**config.mk**
```make
export PLATFORM = sky130hd
export DESIGN_NAME = bru_top
export DESIGN_NICKNAME = d
export VERILOG_FILES = /design/src/rtl/bru_pkg.sv /design/src/rtl/bru_decode.sv /design/src/rtl/ex_bru.sv /design/src/rtl/ex_stage.sv /design/src/rtl/bru_top.sv
export VERILOG_INCLUDE_DIRS = /design/src /design/src/rtl
export SDC_FILE = /design/constraint.sdc
export NUM_CORES = 1
export LEC_CHECK = 0
export BUFFER_PORTS_ARGS = -buffer_cell sky130_fd_sc_hd__buf_4
export CAP_MARGIN = 0
export CORE_MARGIN = 2
export CORE_UTILIZATION = 52
export CTS_CLUSTER_DIAMETER = 50
export DETAILED_ROUTE_END_ITERATION = 12
export PLACE_DENSITY = 0.77
export SETUP_SLACK_MARGIN = 0.5
export SLEW_MARGIN = 20
export SYNTH_ARGS = -nofsm -noshare
export SYNTH_HDL_FRONTEND = slang
export SYNTH_SLANG_ARGS = --single-unit
export TNS_END_PERCENT = 100
```
**constraint.sdc**
```tcl
create_clock -name clk -period 4.3 [get_ports clk]
set_input_delay 0.645 -clock clk [delete_from_list [all_inputs] [get_ports clk]]
set_output_delay 0.645 -clock clk [all_outputs]
set_load 0.05 [all_outputs]
```
**src/rtl/bru_cfg.svh**
```systemverilog
`ifndef BRU_CFG_SVH
`define BRU_CFG_SVH

// Datapath and byte address widths
`define BRU_DW 32
`define BRU_AW 32

// log2 of instruction size in bytes
`define BRU_INSN_LEN 2

// Word-address PC
`define BRU_PC_W (`BRU_AW - `BRU_INSN_LEN)

// One-hot branch opcode bus
`define BRU_IOPW 8
`define BRU_BEQ 0
`define BRU_BNE 1
`define BRU_BGTU 2
`define BRU_BGT 3
`define BRU_BLEU 4
`define BRU_BLE 5
`define BRU_JMPREG 6
`define BRU_JMPREL 7

`endif

```
**src/rtl/bru_pkg.sv**
```systemverilog
`default_nettype none

`include "bru_cfg.svh"

package bru_pkg;

   // Major opcodes of the branch group
   // Anything else decodes as a non-branch
   typedef enum logic [5:0] {
      BRU_MAJ_BEQ    = 6'h20,
      BRU_MAJ_BNE    = 6'h21,
      BRU_MAJ_BGTU   = 6'h22,
      BRU_MAJ_BGT    = 6'h23,
      BRU_MAJ_BLEU   = 6'h24,
      BRU_MAJ_BLE    = 6'h25,
      BRU_MAJ_JMPREG = 6'h26,
      BRU_MAJ_JMPREL = 6'h27
   } bru_major_e;

   // Conditional branch format
   typedef struct packed {
      logic signed [15:0] off;
      logic [4:0]         rs2;
      logic [4:0]         rs1;
      bru_major_e         major;
   } bru_bcc_fmt_t;

   // Jump format, 25-bit word offset
   typedef struct packed {
      logic signed [24:0] off;
      logic               lnk;
      bru_major_e         major;
   } bru_jmp_fmt_t;

   // Same 32-bit word, read through whichever view the major opcode picks
   typedef union packed {
      bru_bcc_fmt_t bcc;
      bru_jmp_fmt_t jmp;
   } bru_insn_u;

   // Decode stage register contents
   typedef struct packed {
      logic                   valid;
      logic [`BRU_IOPW-1:0]   opc_bus;
      logic [`BRU_PC_W-1:0]   pc;
      // Sign-extended bcc word offset
      logic [`BRU_DW-1:0]     imm;
      logic [`BRU_DW-1:0]     operand1;
      // JMPREL carries its byte offset here
      logic [`BRU_DW-1:0]     operand2;
      // Link request of a jump
      logic                   rf_we;
   } bru_dec_t;

   // Branch resolution
   typedef struct packed {
      logic                   b_taken;
      logic [`BRU_PC_W-1:0]   b_tgt;
      logic                   b_lnk;
      logic                   is_bcc;
      logic                   is_breg;
      logic                   is_brel;
   } bru_res_t;

endpackage

`default_nettype wire

```
**src/rtl/bru_decode.sv**
```systemverilog
`timescale 1ns/1ps
`default_nettype none

`include "bru_cfg.svh"

module bru_decode
   import bru_pkg::*;
(
   input  logic                  clk,
   input  logic                  reset,
   input  logic                  issue_valid,
   input  bru_insn_u             issue_insn,
   input  logic [`BRU_PC_W-1:0]  issue_pc,
   input  logic [`BRU_DW-1:0]    issue_operand1,
   input  logic [`BRU_DW-1:0]    issue_operand2,
   // Taken branch in execute
   input  logic                  flush,
   output bru_dec_t              dec
);

   logic [`BRU_IOPW-1:0]   opc_bus;
   logic                   is_bcc;
   logic                   is_jmp;
   logic [`BRU_DW-1:0]     bcc_imm;
   logic [`BRU_DW-1:0]     rel_off;
   logic [`BRU_DW-1:0]     imm;
   logic [`BRU_DW-1:0]     operand2;
   logic                   rf_we;
   bru_dec_t               dec_q;

   // Major opcode to one-hot bus
   // Major field sits at the same bits in both views
   always_comb begin
      opc_bus = '0;
      case (issue_insn.bcc.major)
         BRU_MAJ_BEQ: opc_bus[`BRU_BEQ] = 1'b1;
         BRU_MAJ_BNE: opc_bus[`BRU_BNE] = 1'b1;
         BRU_MAJ_BGTU: opc_bus[`BRU_BGTU] = 1'b1;
         BRU_MAJ_BGT: opc_bus[`BRU_BGT] = 1'b1;
         BRU_MAJ_BLEU: opc_bus[`BRU_BLEU] = 1'b1;
         BRU_MAJ_BLE: opc_bus[`BRU_BLE] = 1'b1;
         BRU_MAJ_JMPREG: opc_bus[`BRU_JMPREG] = 1'b1;
         BRU_MAJ_JMPREL: opc_bus[`BRU_JMPREL] = 1'b1;
         // Not a branch
         default: opc_bus = '0;
      endcase
   end

   // Instruction class
   assign is_bcc = opc_bus[`BRU_BEQ] |
                   opc_bus[`BRU_BNE] |
                   opc_bus[`BRU_BGTU] |
                   opc_bus[`BRU_BGT] |
                   opc_bus[`BRU_BLEU] |
                   opc_bus[`BRU_BLE];
   assign is_jmp = opc_bus[`BRU_JMPREG] | opc_bus[`BRU_JMPREL];

   // bcc view, 16-bit word offset
   assign bcc_imm = {{(`BRU_DW-16){issue_insn.bcc.off[15]}}, issue_insn.bcc.off};

   // jmp view, 25-bit word offset turned into a byte offset
   assign rel_off = {{(`BRU_DW-25-`BRU_INSN_LEN){issue_insn.jmp.off[24]}},
                     issue_insn.jmp.off,
                     {`BRU_INSN_LEN{1'b0}}};

   assign imm = is_bcc ? bcc_imm : '0;

   // JMPREL has no use for operand2, so it carries the offset
   assign operand2 = opc_bus[`BRU_JMPREL] ? rel_off : issue_operand2;

   // Link bit only means something for jumps
   assign rf_we = is_jmp & issue_insn.jmp.lnk;

   always_ff @(posedge clk) begin
      // Payload follows each issue
      if (issue_valid) begin
         dec_q.opc_bus <= opc_bus;
         dec_q.pc <= issue_pc;
         dec_q.imm <= imm;
         dec_q.operand1 <= issue_operand1;
         dec_q.operand2 <= operand2;
         dec_q.rf_we <= rf_we;
      end
      // Younger slot is dropped behind a taken branch
      if (reset) begin
         dec_q.valid <= 1'b0;
      end else begin
         dec_q.valid <= issue_valid & ~flush;
      end
   end

   assign dec = dec_q;

endmodule

`default_nettype wire

```
**src/rtl/ex_bru.sv**
```systemverilog
`timescale 1ns/1ps
`default_nettype none

`include "bru_cfg.svh"

module ex_bru
   import bru_pkg::*;
(
   input  logic                  ex_valid,
   input  logic [`BRU_IOPW-1:0]  ex_bru_opc_bus,
   input  logic [`BRU_PC_W-1:0]  ex_pc,
   input  logic [`BRU_DW-1:0]    ex_imm,
   input  logic [`BRU_DW-1:0]    ex_operand1,
   input  logic [`BRU_DW-1:0]    ex_operand2,
   input  logic                  ex_rf_we,
   // Subtractor result of operand2 minus operand1
   input  logic [`BRU_DW-1:0]    add_sum,
   input  logic                  add_carry,
   input  logic                  add_overflow,
   output bru_res_t              res
);

   logic                   cmp_eq;
   logic                   cmp_gt_s;
   logic                   cmp_gt_u;
   logic                   bcc_taken;
   logic                   is_bcc;
   logic                   is_breg;
   logic                   is_brel;
   logic [`BRU_PC_W-1:0]   bcc_tgt;
   logic [`BRU_PC_W-1:0]   rel_tgt;
   logic [`BRU_PC_W-1:0]   reg_tgt;

   // Flags
   // Zero difference means equal operands
   assign cmp_eq = (add_sum == '0);
   // Negative difference means operand1 is the larger
   assign cmp_gt_s = add_sum[`BRU_DW-1] ^ add_overflow;
   // Borrow out when operand1 is above operand2
   assign cmp_gt_u = ~add_carry;

   assign is_bcc = ex_bru_opc_bus[`BRU_BEQ] |
                   ex_bru_opc_bus[`BRU_BNE] |
                   ex_bru_opc_bus[`BRU_BGTU] |
                   ex_bru_opc_bus[`BRU_BGT] |
                   ex_bru_opc_bus[`BRU_BLEU] |
                   ex_bru_opc_bus[`BRU_BLE];
   assign is_breg = ex_bru_opc_bus[`BRU_JMPREG];
   assign is_brel = ex_bru_opc_bus[`BRU_JMPREL];

   // Condition per bcc
   assign bcc_taken = (ex_bru_opc_bus[`BRU_BEQ] & cmp_eq) |
                      (ex_bru_opc_bus[`BRU_BNE] & ~cmp_eq) |
                      (ex_bru_opc_bus[`BRU_BGTU] & cmp_gt_u) |
                      (ex_bru_opc_bus[`BRU_BGT] & cmp_gt_s) |
                      (ex_bru_opc_bus[`BRU_BLEU] & ~cmp_gt_u) |
                      (ex_bru_opc_bus[`BRU_BLE] & ~cmp_gt_s);

   // PC-relative target from the 16-bit word offset
   assign bcc_tgt = ex_pc + ex_imm[`BRU_PC_W-1:0];
   // PC-relative target from the byte offset in operand2
   assign rel_tgt = ex_pc + ex_operand2[`BRU_AW-1:`BRU_INSN_LEN];
   // Absolute target through operand1 with low bits ignored
   assign reg_tgt = ex_operand1[`BRU_AW-1:`BRU_INSN_LEN];

   always_comb begin
      res = '0;
      res.is_bcc = is_bcc;
      res.is_breg = is_breg;
      res.is_brel = is_brel;
      // Jumps are always taken
      res.b_taken = ex_valid & (bcc_taken | is_breg | is_brel);
      // Classes are one-hot so the OR acts as a mux
      res.b_tgt = ({`BRU_PC_W{is_bcc}} & bcc_tgt) |
                  ({`BRU_PC_W{is_brel}} & rel_tgt) |
                  ({`BRU_PC_W{is_breg}} & reg_tgt);
      res.b_lnk = (is_breg | is_brel) & ex_rf_we;
   end

endmodule

`default_nettype wire

```
**src/rtl/ex_stage.sv**
```systemverilog
`timescale 1ns/1ps
`default_nettype none

`include "bru_cfg.svh"

module ex_stage
   import bru_pkg::*;
(
   input  logic                  clk,
   input  logic                  reset,
   input  bru_dec_t              dec,
   // To decode, kills the younger slot
   output logic                  flush,
   output logic                  resolved,
   output logic                  taken,
   output logic                  redirect_valid,
   output logic [`BRU_PC_W-1:0]  redirect_pc,
   output logic                  link_we,
   output logic [`BRU_DW-1:0]    link_data
);

   logic [`BRU_DW-1:0]     op1_n;
   logic [`BRU_DW-1:0]     add_sum;
   logic                   add_carry;
   logic                   add_overflow;
   bru_res_t               res;
   logic                   any_br;
   logic                   resolved_d;
   logic                   taken_d;
   logic                   link_we_d;
   logic [`BRU_PC_W-1:0]   link_pc;

   // Shared subtractor, operand2 + ~operand1 + 1
   assign op1_n = ~dec.operand1;
   assign {add_carry, add_sum} = {1'b0, dec.operand2} +
                                 {1'b0, op1_n} +
                                 {{`BRU_DW{1'b0}}, 1'b1};

   // Signed overflow
   // Operands differ in sign and result sign differs from minuend
   assign add_overflow = (dec.operand2[`BRU_DW-1] ^ dec.operand1[`BRU_DW-1]) &
                         (add_sum[`BRU_DW-1] ^ dec.operand2[`BRU_DW-1]);

   ex_bru i_ex_bru (
      .ex_valid       (dec.valid),
      .ex_bru_opc_bus (dec.opc_bus),
      .ex_pc          (dec.pc),
      .ex_imm         (dec.imm),
      .ex_operand1    (dec.operand1),
      .ex_operand2    (dec.operand2),
      .ex_rf_we       (dec.rf_we),
      .add_sum        (add_sum),
      .add_carry      (add_carry),
      .add_overflow   (add_overflow),
      .res            (res)
   );

   // Any branch class present
   assign any_br = res.is_bcc | res.is_breg | res.is_brel;

   // Only valid branches report
   assign resolved_d = dec.valid & any_br;
   assign taken_d = resolved_d & res.b_taken;
   assign link_we_d = resolved_d & res.b_lnk;

   // Fall-through is assumed, so taken means redirect
   assign flush = taken_d;

   // Return address, next word
   assign link_pc = dec.pc + 1'b1;

   // Control outputs
   always_ff @(posedge clk) begin
      if (reset) begin
         resolved <= 1'b0;
         taken <= 1'b0;
         redirect_valid <= 1'b0;
         link_we <= 1'b0;
      end else begin
         resolved <= resolved_d;
         taken <= taken_d;
         // Same as resolved and taken
         redirect_valid <= taken_d;
         link_we <= link_we_d;
      end
   end

   // Payload, held between branches
   always_ff @(posedge clk) begin
      if (resolved_d) begin
         redirect_pc <= res.b_tgt;
         // Word address back to bytes
         link_data <= {link_pc, {`BRU_INSN_LEN{1'b0}}};
      end
   end

endmodule

`default_nettype wire

```
**src/rtl/bru_top.sv**
```systemverilog
`timescale 1ns/1ps
`default_nettype none

`include "bru_cfg.svh"

module bru_top
   import bru_pkg::*;
(
   input  logic                  clk,
   input  logic                  reset,
   // Issue strobe, no stall
   input  logic                  issue_valid,
   input  bru_insn_u             issue_insn,
   input  logic [`BRU_PC_W-1:0]  issue_pc,
   input  logic [`BRU_DW-1:0]    issue_operand1,
   input  logic [`BRU_DW-1:0]    issue_operand2,
   // Results, two cycles after issue
   output logic                  resolved,
   output logic                  taken,
   output logic                  redirect_valid,
   output logic [`BRU_PC_W-1:0]  redirect_pc,
   output logic                  link_we,
   output logic [`BRU_DW-1:0]    link_data
);

   bru_dec_t   dec;
   logic       flush;

   // Stage 1
   bru_decode i_bru_decode (
      .clk            (clk),
      .reset          (reset),
      .issue_valid    (issue_valid),
      .issue_insn     (issue_insn),
      .issue_pc       (issue_pc),
      .issue_operand1 (issue_operand1),
      .issue_operand2 (issue_operand2),
      .flush          (flush),
      .dec            (dec)
   );

   // Stage 2
   // Flush goes back to stage 1 in the same cycle
   ex_stage i_ex_stage (
      .clk            (clk),
      .reset          (reset),
      .dec            (dec),
      .flush          (flush),
      .resolved       (resolved),
      .taken          (taken),
      .redirect_valid (redirect_valid),
      .redirect_pc    (redirect_pc),
      .link_we        (link_we),
      .link_data      (link_data)
   );

endmodule

`default_nettype wire

```
==> impl_results.md <==
* CTS max path bufs at 2
* RSZ-0062 raised after global routing: true
* Placer Congestion at 1.03
* CP Max Fanout at 2
* Hold path depth at 1
* Total Neg Setup Slack at -0.929 ns
* Antenna Nets Post-Route at 0
* Crit start category: flip-flop
* Layout cells sized above 1 at 27.3%
* Status: finished with violations
* Fill cells at 1,662
* Post-layout util at 67.4%
* Total GRT Usage at 31.7%
* Die X at 155 microns
* # setup viols final at 2
* Yosys warnings at 0
* Area Overhead vs Synth at 28.4%
* IO Count at 195
* Crit path capture type: flip-flop
* Global-route wire length before repair at 57.3 mm
* Fin. Hold Viols at 0
* Count of cell types in the netlist at 91
* Port Buffers at 192
* Period minus WS final at 4.77 ns
* Syn Area/Cell at 10.4 sq um
* Most frequent cell after synthesis: edfxtp_1
* HP Start: issue_pc[7]
* Synth top area cells: edfxtp_1 (46%), ha_1 (9.7%), xnor2_1 (4.2%), nand2_1 (4.2%), a21o_1 (3.0%)
* Starting DRT DRC Count at 1,123
* Hold buffers post-CTS at 0
* Worst-skew pair later-pin latency at 0.45 ns
* Slew Limit Headroom at 29.3%
* Overflow after GRT at 0
* DIE AREA at 0.0239 sq mm
* Nets at 1,647
* Main synth FF type: edfxtp_1
* Vias in the first global route at 10.0k
* CTS buffer count at 17
* Area share of the largest cell type after synthesis at 45.6%
* Post-DP HPWL at 29.5 mm
* Post-Route WL at 38.3 mm
* DP Worst Slack at -0.671 ns
* Flop-to-flop setup slack at -0.47 ns
* Post-Syn Area at 0.0118 sq mm
* Sink Count at 183
* Worst VDD drop at 0.231 mV
* Synth Instances at 1,131
* Violated checks: setup timing
* Slew Viols, Final at 0
* First-pass detailed-route iteration total at 8
* Yosys reg bits at 183
* Min-Delay Path Class: in -> reg
* Clock-pin transition on the worst setup and hold timing paths at 0.09 ns
* Crit Path Category: reg -> reg
* Clock root buffer: clkbuf_16
* Fin crit share at 111%
* Pleak at 6.49 nW
* Worst Reg-to-Reg Cells at 22
* Setup Skew at 0.0193 ns
* Crit path arrival time at 5.13 ns
* Wire length per cell at 22.3 microns
* Family with the most delay on the worst path: compound AO/OA/AOI/OAI gates
* Worst r2r src: i_bru_decode.dec[2]
* CP required at 4.66 ns
* Post-route setup slack at -0.468 ns
* Crit-path slowest cell: fa_1
* Max-cap violations at 0
* Max H-tree Level at 4
* CTS tree: built
* WP buf/inv at 0
* FFs w/ async S/R, synth at 0%
* EDFF count, synth at 179
* FMAX at 0.210 GHz
* Core outline area at 0.0224 sq mm
* Post-synth top cells: edfxtp_1 (179), nand2_1 (132), ha_1 (91)
* Sequential area share after synthesis at 46.3%
* Vias at 10.4k
* Initial core utilization at 52.5%
* CP Cell Sequence: ha_1 -> nor2b_4 -> o2111a_2 -> o31ai_4 -> a32oi_2 -> a21oi_2 -> o31ai_4 -> o22a_1 -> a31oi_2 -> fa_1 -> nand3_1 -> a221o_1 -> nor4_2 -> nand4_1 -> and4b_1 -> nand4_1 -> nor4_2 -> nand4_1 -> nor4_2 -> o211ai_1 -> mux2i_1 -> a311oi_1
* Hold endpoint: i_bru_decode.dec[104]
* Max stage delay on crit path at 0.53 ns
* DRC viols at 0
* Row count at 55
* Chip height at 155 microns
* Diode count at 0
* Synth area leader: edfxtp_1
* Worst r2r dst: i_ex_stage.taken
* Worst-margin pin slew at 1.06 ns
* Largest net degree at the start of global routing at 73
* Pwr dens at 386 mW/mm^2
* Initial antenna violation count at 0
* Vias per inst at 6.05
layout make-up:
cell class              count  area (sq um)  share of cell area (%)
clock buffers              17           425                    2.81
flip-flops and latches    183          5460                    36.1
multi-input cells         857          6220                    41.1
inverters                  65           244                    1.61
repair buffers            300          2270                    15.0
clock inverters            15           159                    1.05
well taps                 285           357                    2.36
placed cells by master, fill, tap and decap left out, types with 10 or more instances in the layout:
master and instances:
buf_4 297, edfxtp_1 179, nand2_1 132, ha_1 88, a21oi_1 63, inv_1 60, nor2_1 58, xnor2_1 57
a21o_1 47, xor2_1 35, o21ai_0 35, nor3_1 27, nand3_1 25, and2_1 23, nand2b_1 20, clkbuf_16 17
nand4_1 16, a22oi_1 13, o21ai_1 12, o21a_1 12, a222oi_1 11, o21bai_1 10
flip-flops by register name (all words and copies together) (netlist names):
register and flops:
i_ex_stage.resolved 1, i_ex_stage.link_data 30, i_ex_stage.redirect_pc 30, i_bru_decode.dec 120
i_ex_stage.link_we 1, i_ex_stage.taken 1
worst register-to-register path, stage by stage (launching register included):
cell	delay, ns
edfxtp_1	0.38
ha_1	0.30
nor2b_4	0.15
o2111a_2	0.23
o31ai_4	0.08
a32oi_2	0.27
a21oi_2	0.13
o31ai_4	0.23
o22a_1	0.21
a31oi_2	0.12
fa_1	0.53
nand3_1	0.07
a221o_1	0.28
nor4_2	0.14
nand4_1	0.10
and4b_1	0.26
nand4_1	0.11
nor4_2	0.16
nand4_1	0.14
nor4_2	0.21
o211ai_1	0.17
mux2i_1	0.17
a311oi_1	0.24
through the flow:
| step | instances | total power [mW] | hold slack, ns | cell area, sq um |
|---|---|---|---|---|
| after global routing | 1722 | 6.05 | 0.354 | 15100 |
| after CTS | 1710 | 5.73 | 0.358 | 14900 |
| after floorplan | 1132 | 3.42 | 0.470 | 11800 |
| after detailed placement | 1675 | 4.13 | 0.537 | 14200 |
| final | 1722 | 5.84 | 0.363 | 15100 |
| after global placement | 1675 | 4.11 | 0.527 | 14200 |
power breakdown:
group	leakage [nW]	total, mW	switching (mW)	internal [mW]
Clock	0.283	1.60	0.772	0.825
Combinational	4.47	2.01	1.17	0.841
Sequential	1.74	2.23	0.101	2.13
metal layers:
layer / wire length [microns] / global-route usage, % / share of wire, % / vias up
met1: 16800 / 47.1 / 44 / 4933
met2: 16900 / 48.6 / 44 / 595
met3: 3580 / 4.46 / 9.3 / 80
li1: - / - / - / 4812
met5: 0 / 0 / 0 / -
met4: 1070 / 9.26 / 2.8 / 0
cells by family (layout without fill, tap and decap cells):
logic type / after synthesis / after routing / synth area share (%)
simple gates: 362 / 362 / 15.2
flops: 183 / 183 / 46.3
compound gates: 301 / 301 / 17.9
fa+ha+maj: 94 / 94 / 10.2
other cells: 1 / 2 / 0.0318
buf+inv: 92 / 397 / 3.06
mux: 6 / 6 / 0.510
xor+xnor: 92 / 92 / 6.84
worst max-delay path by stage:
stage / start / to / slack, ns / cells after the start
global placement: i_bru_decode.dec[2] / i_ex_stage.taken / -0.48 / 22
floorplan: i_bru_decode.dec[4] / i_ex_stage.taken / -0.20 / 23
CTS: i_bru_decode.dec[2] / i_ex_stage.taken / -0.59 / 22
detailed placement: i_bru_decode.dec[2] / i_ex_stage.taken / -0.67 / 22
global route: i_bru_decode.dec[13] / i_ex_stage.taken / -0.81 / 22
finish: i_bru_decode.dec[2] / i_ex_stage.taken / -0.47 / 22
repair_timing:
| item | 4_1_cts | 5_1_grt |
|---|---|---|
| endpoints found under the setup margin | 6 | 10 |
| setup buffers | 3 | 12 |
| gates resized for setup | 8 | 30 |
| pin swaps | 5 | 17 |
| cloned | 0 | 0 |
No activity file was read; power rests on OpenSTA's default activity.
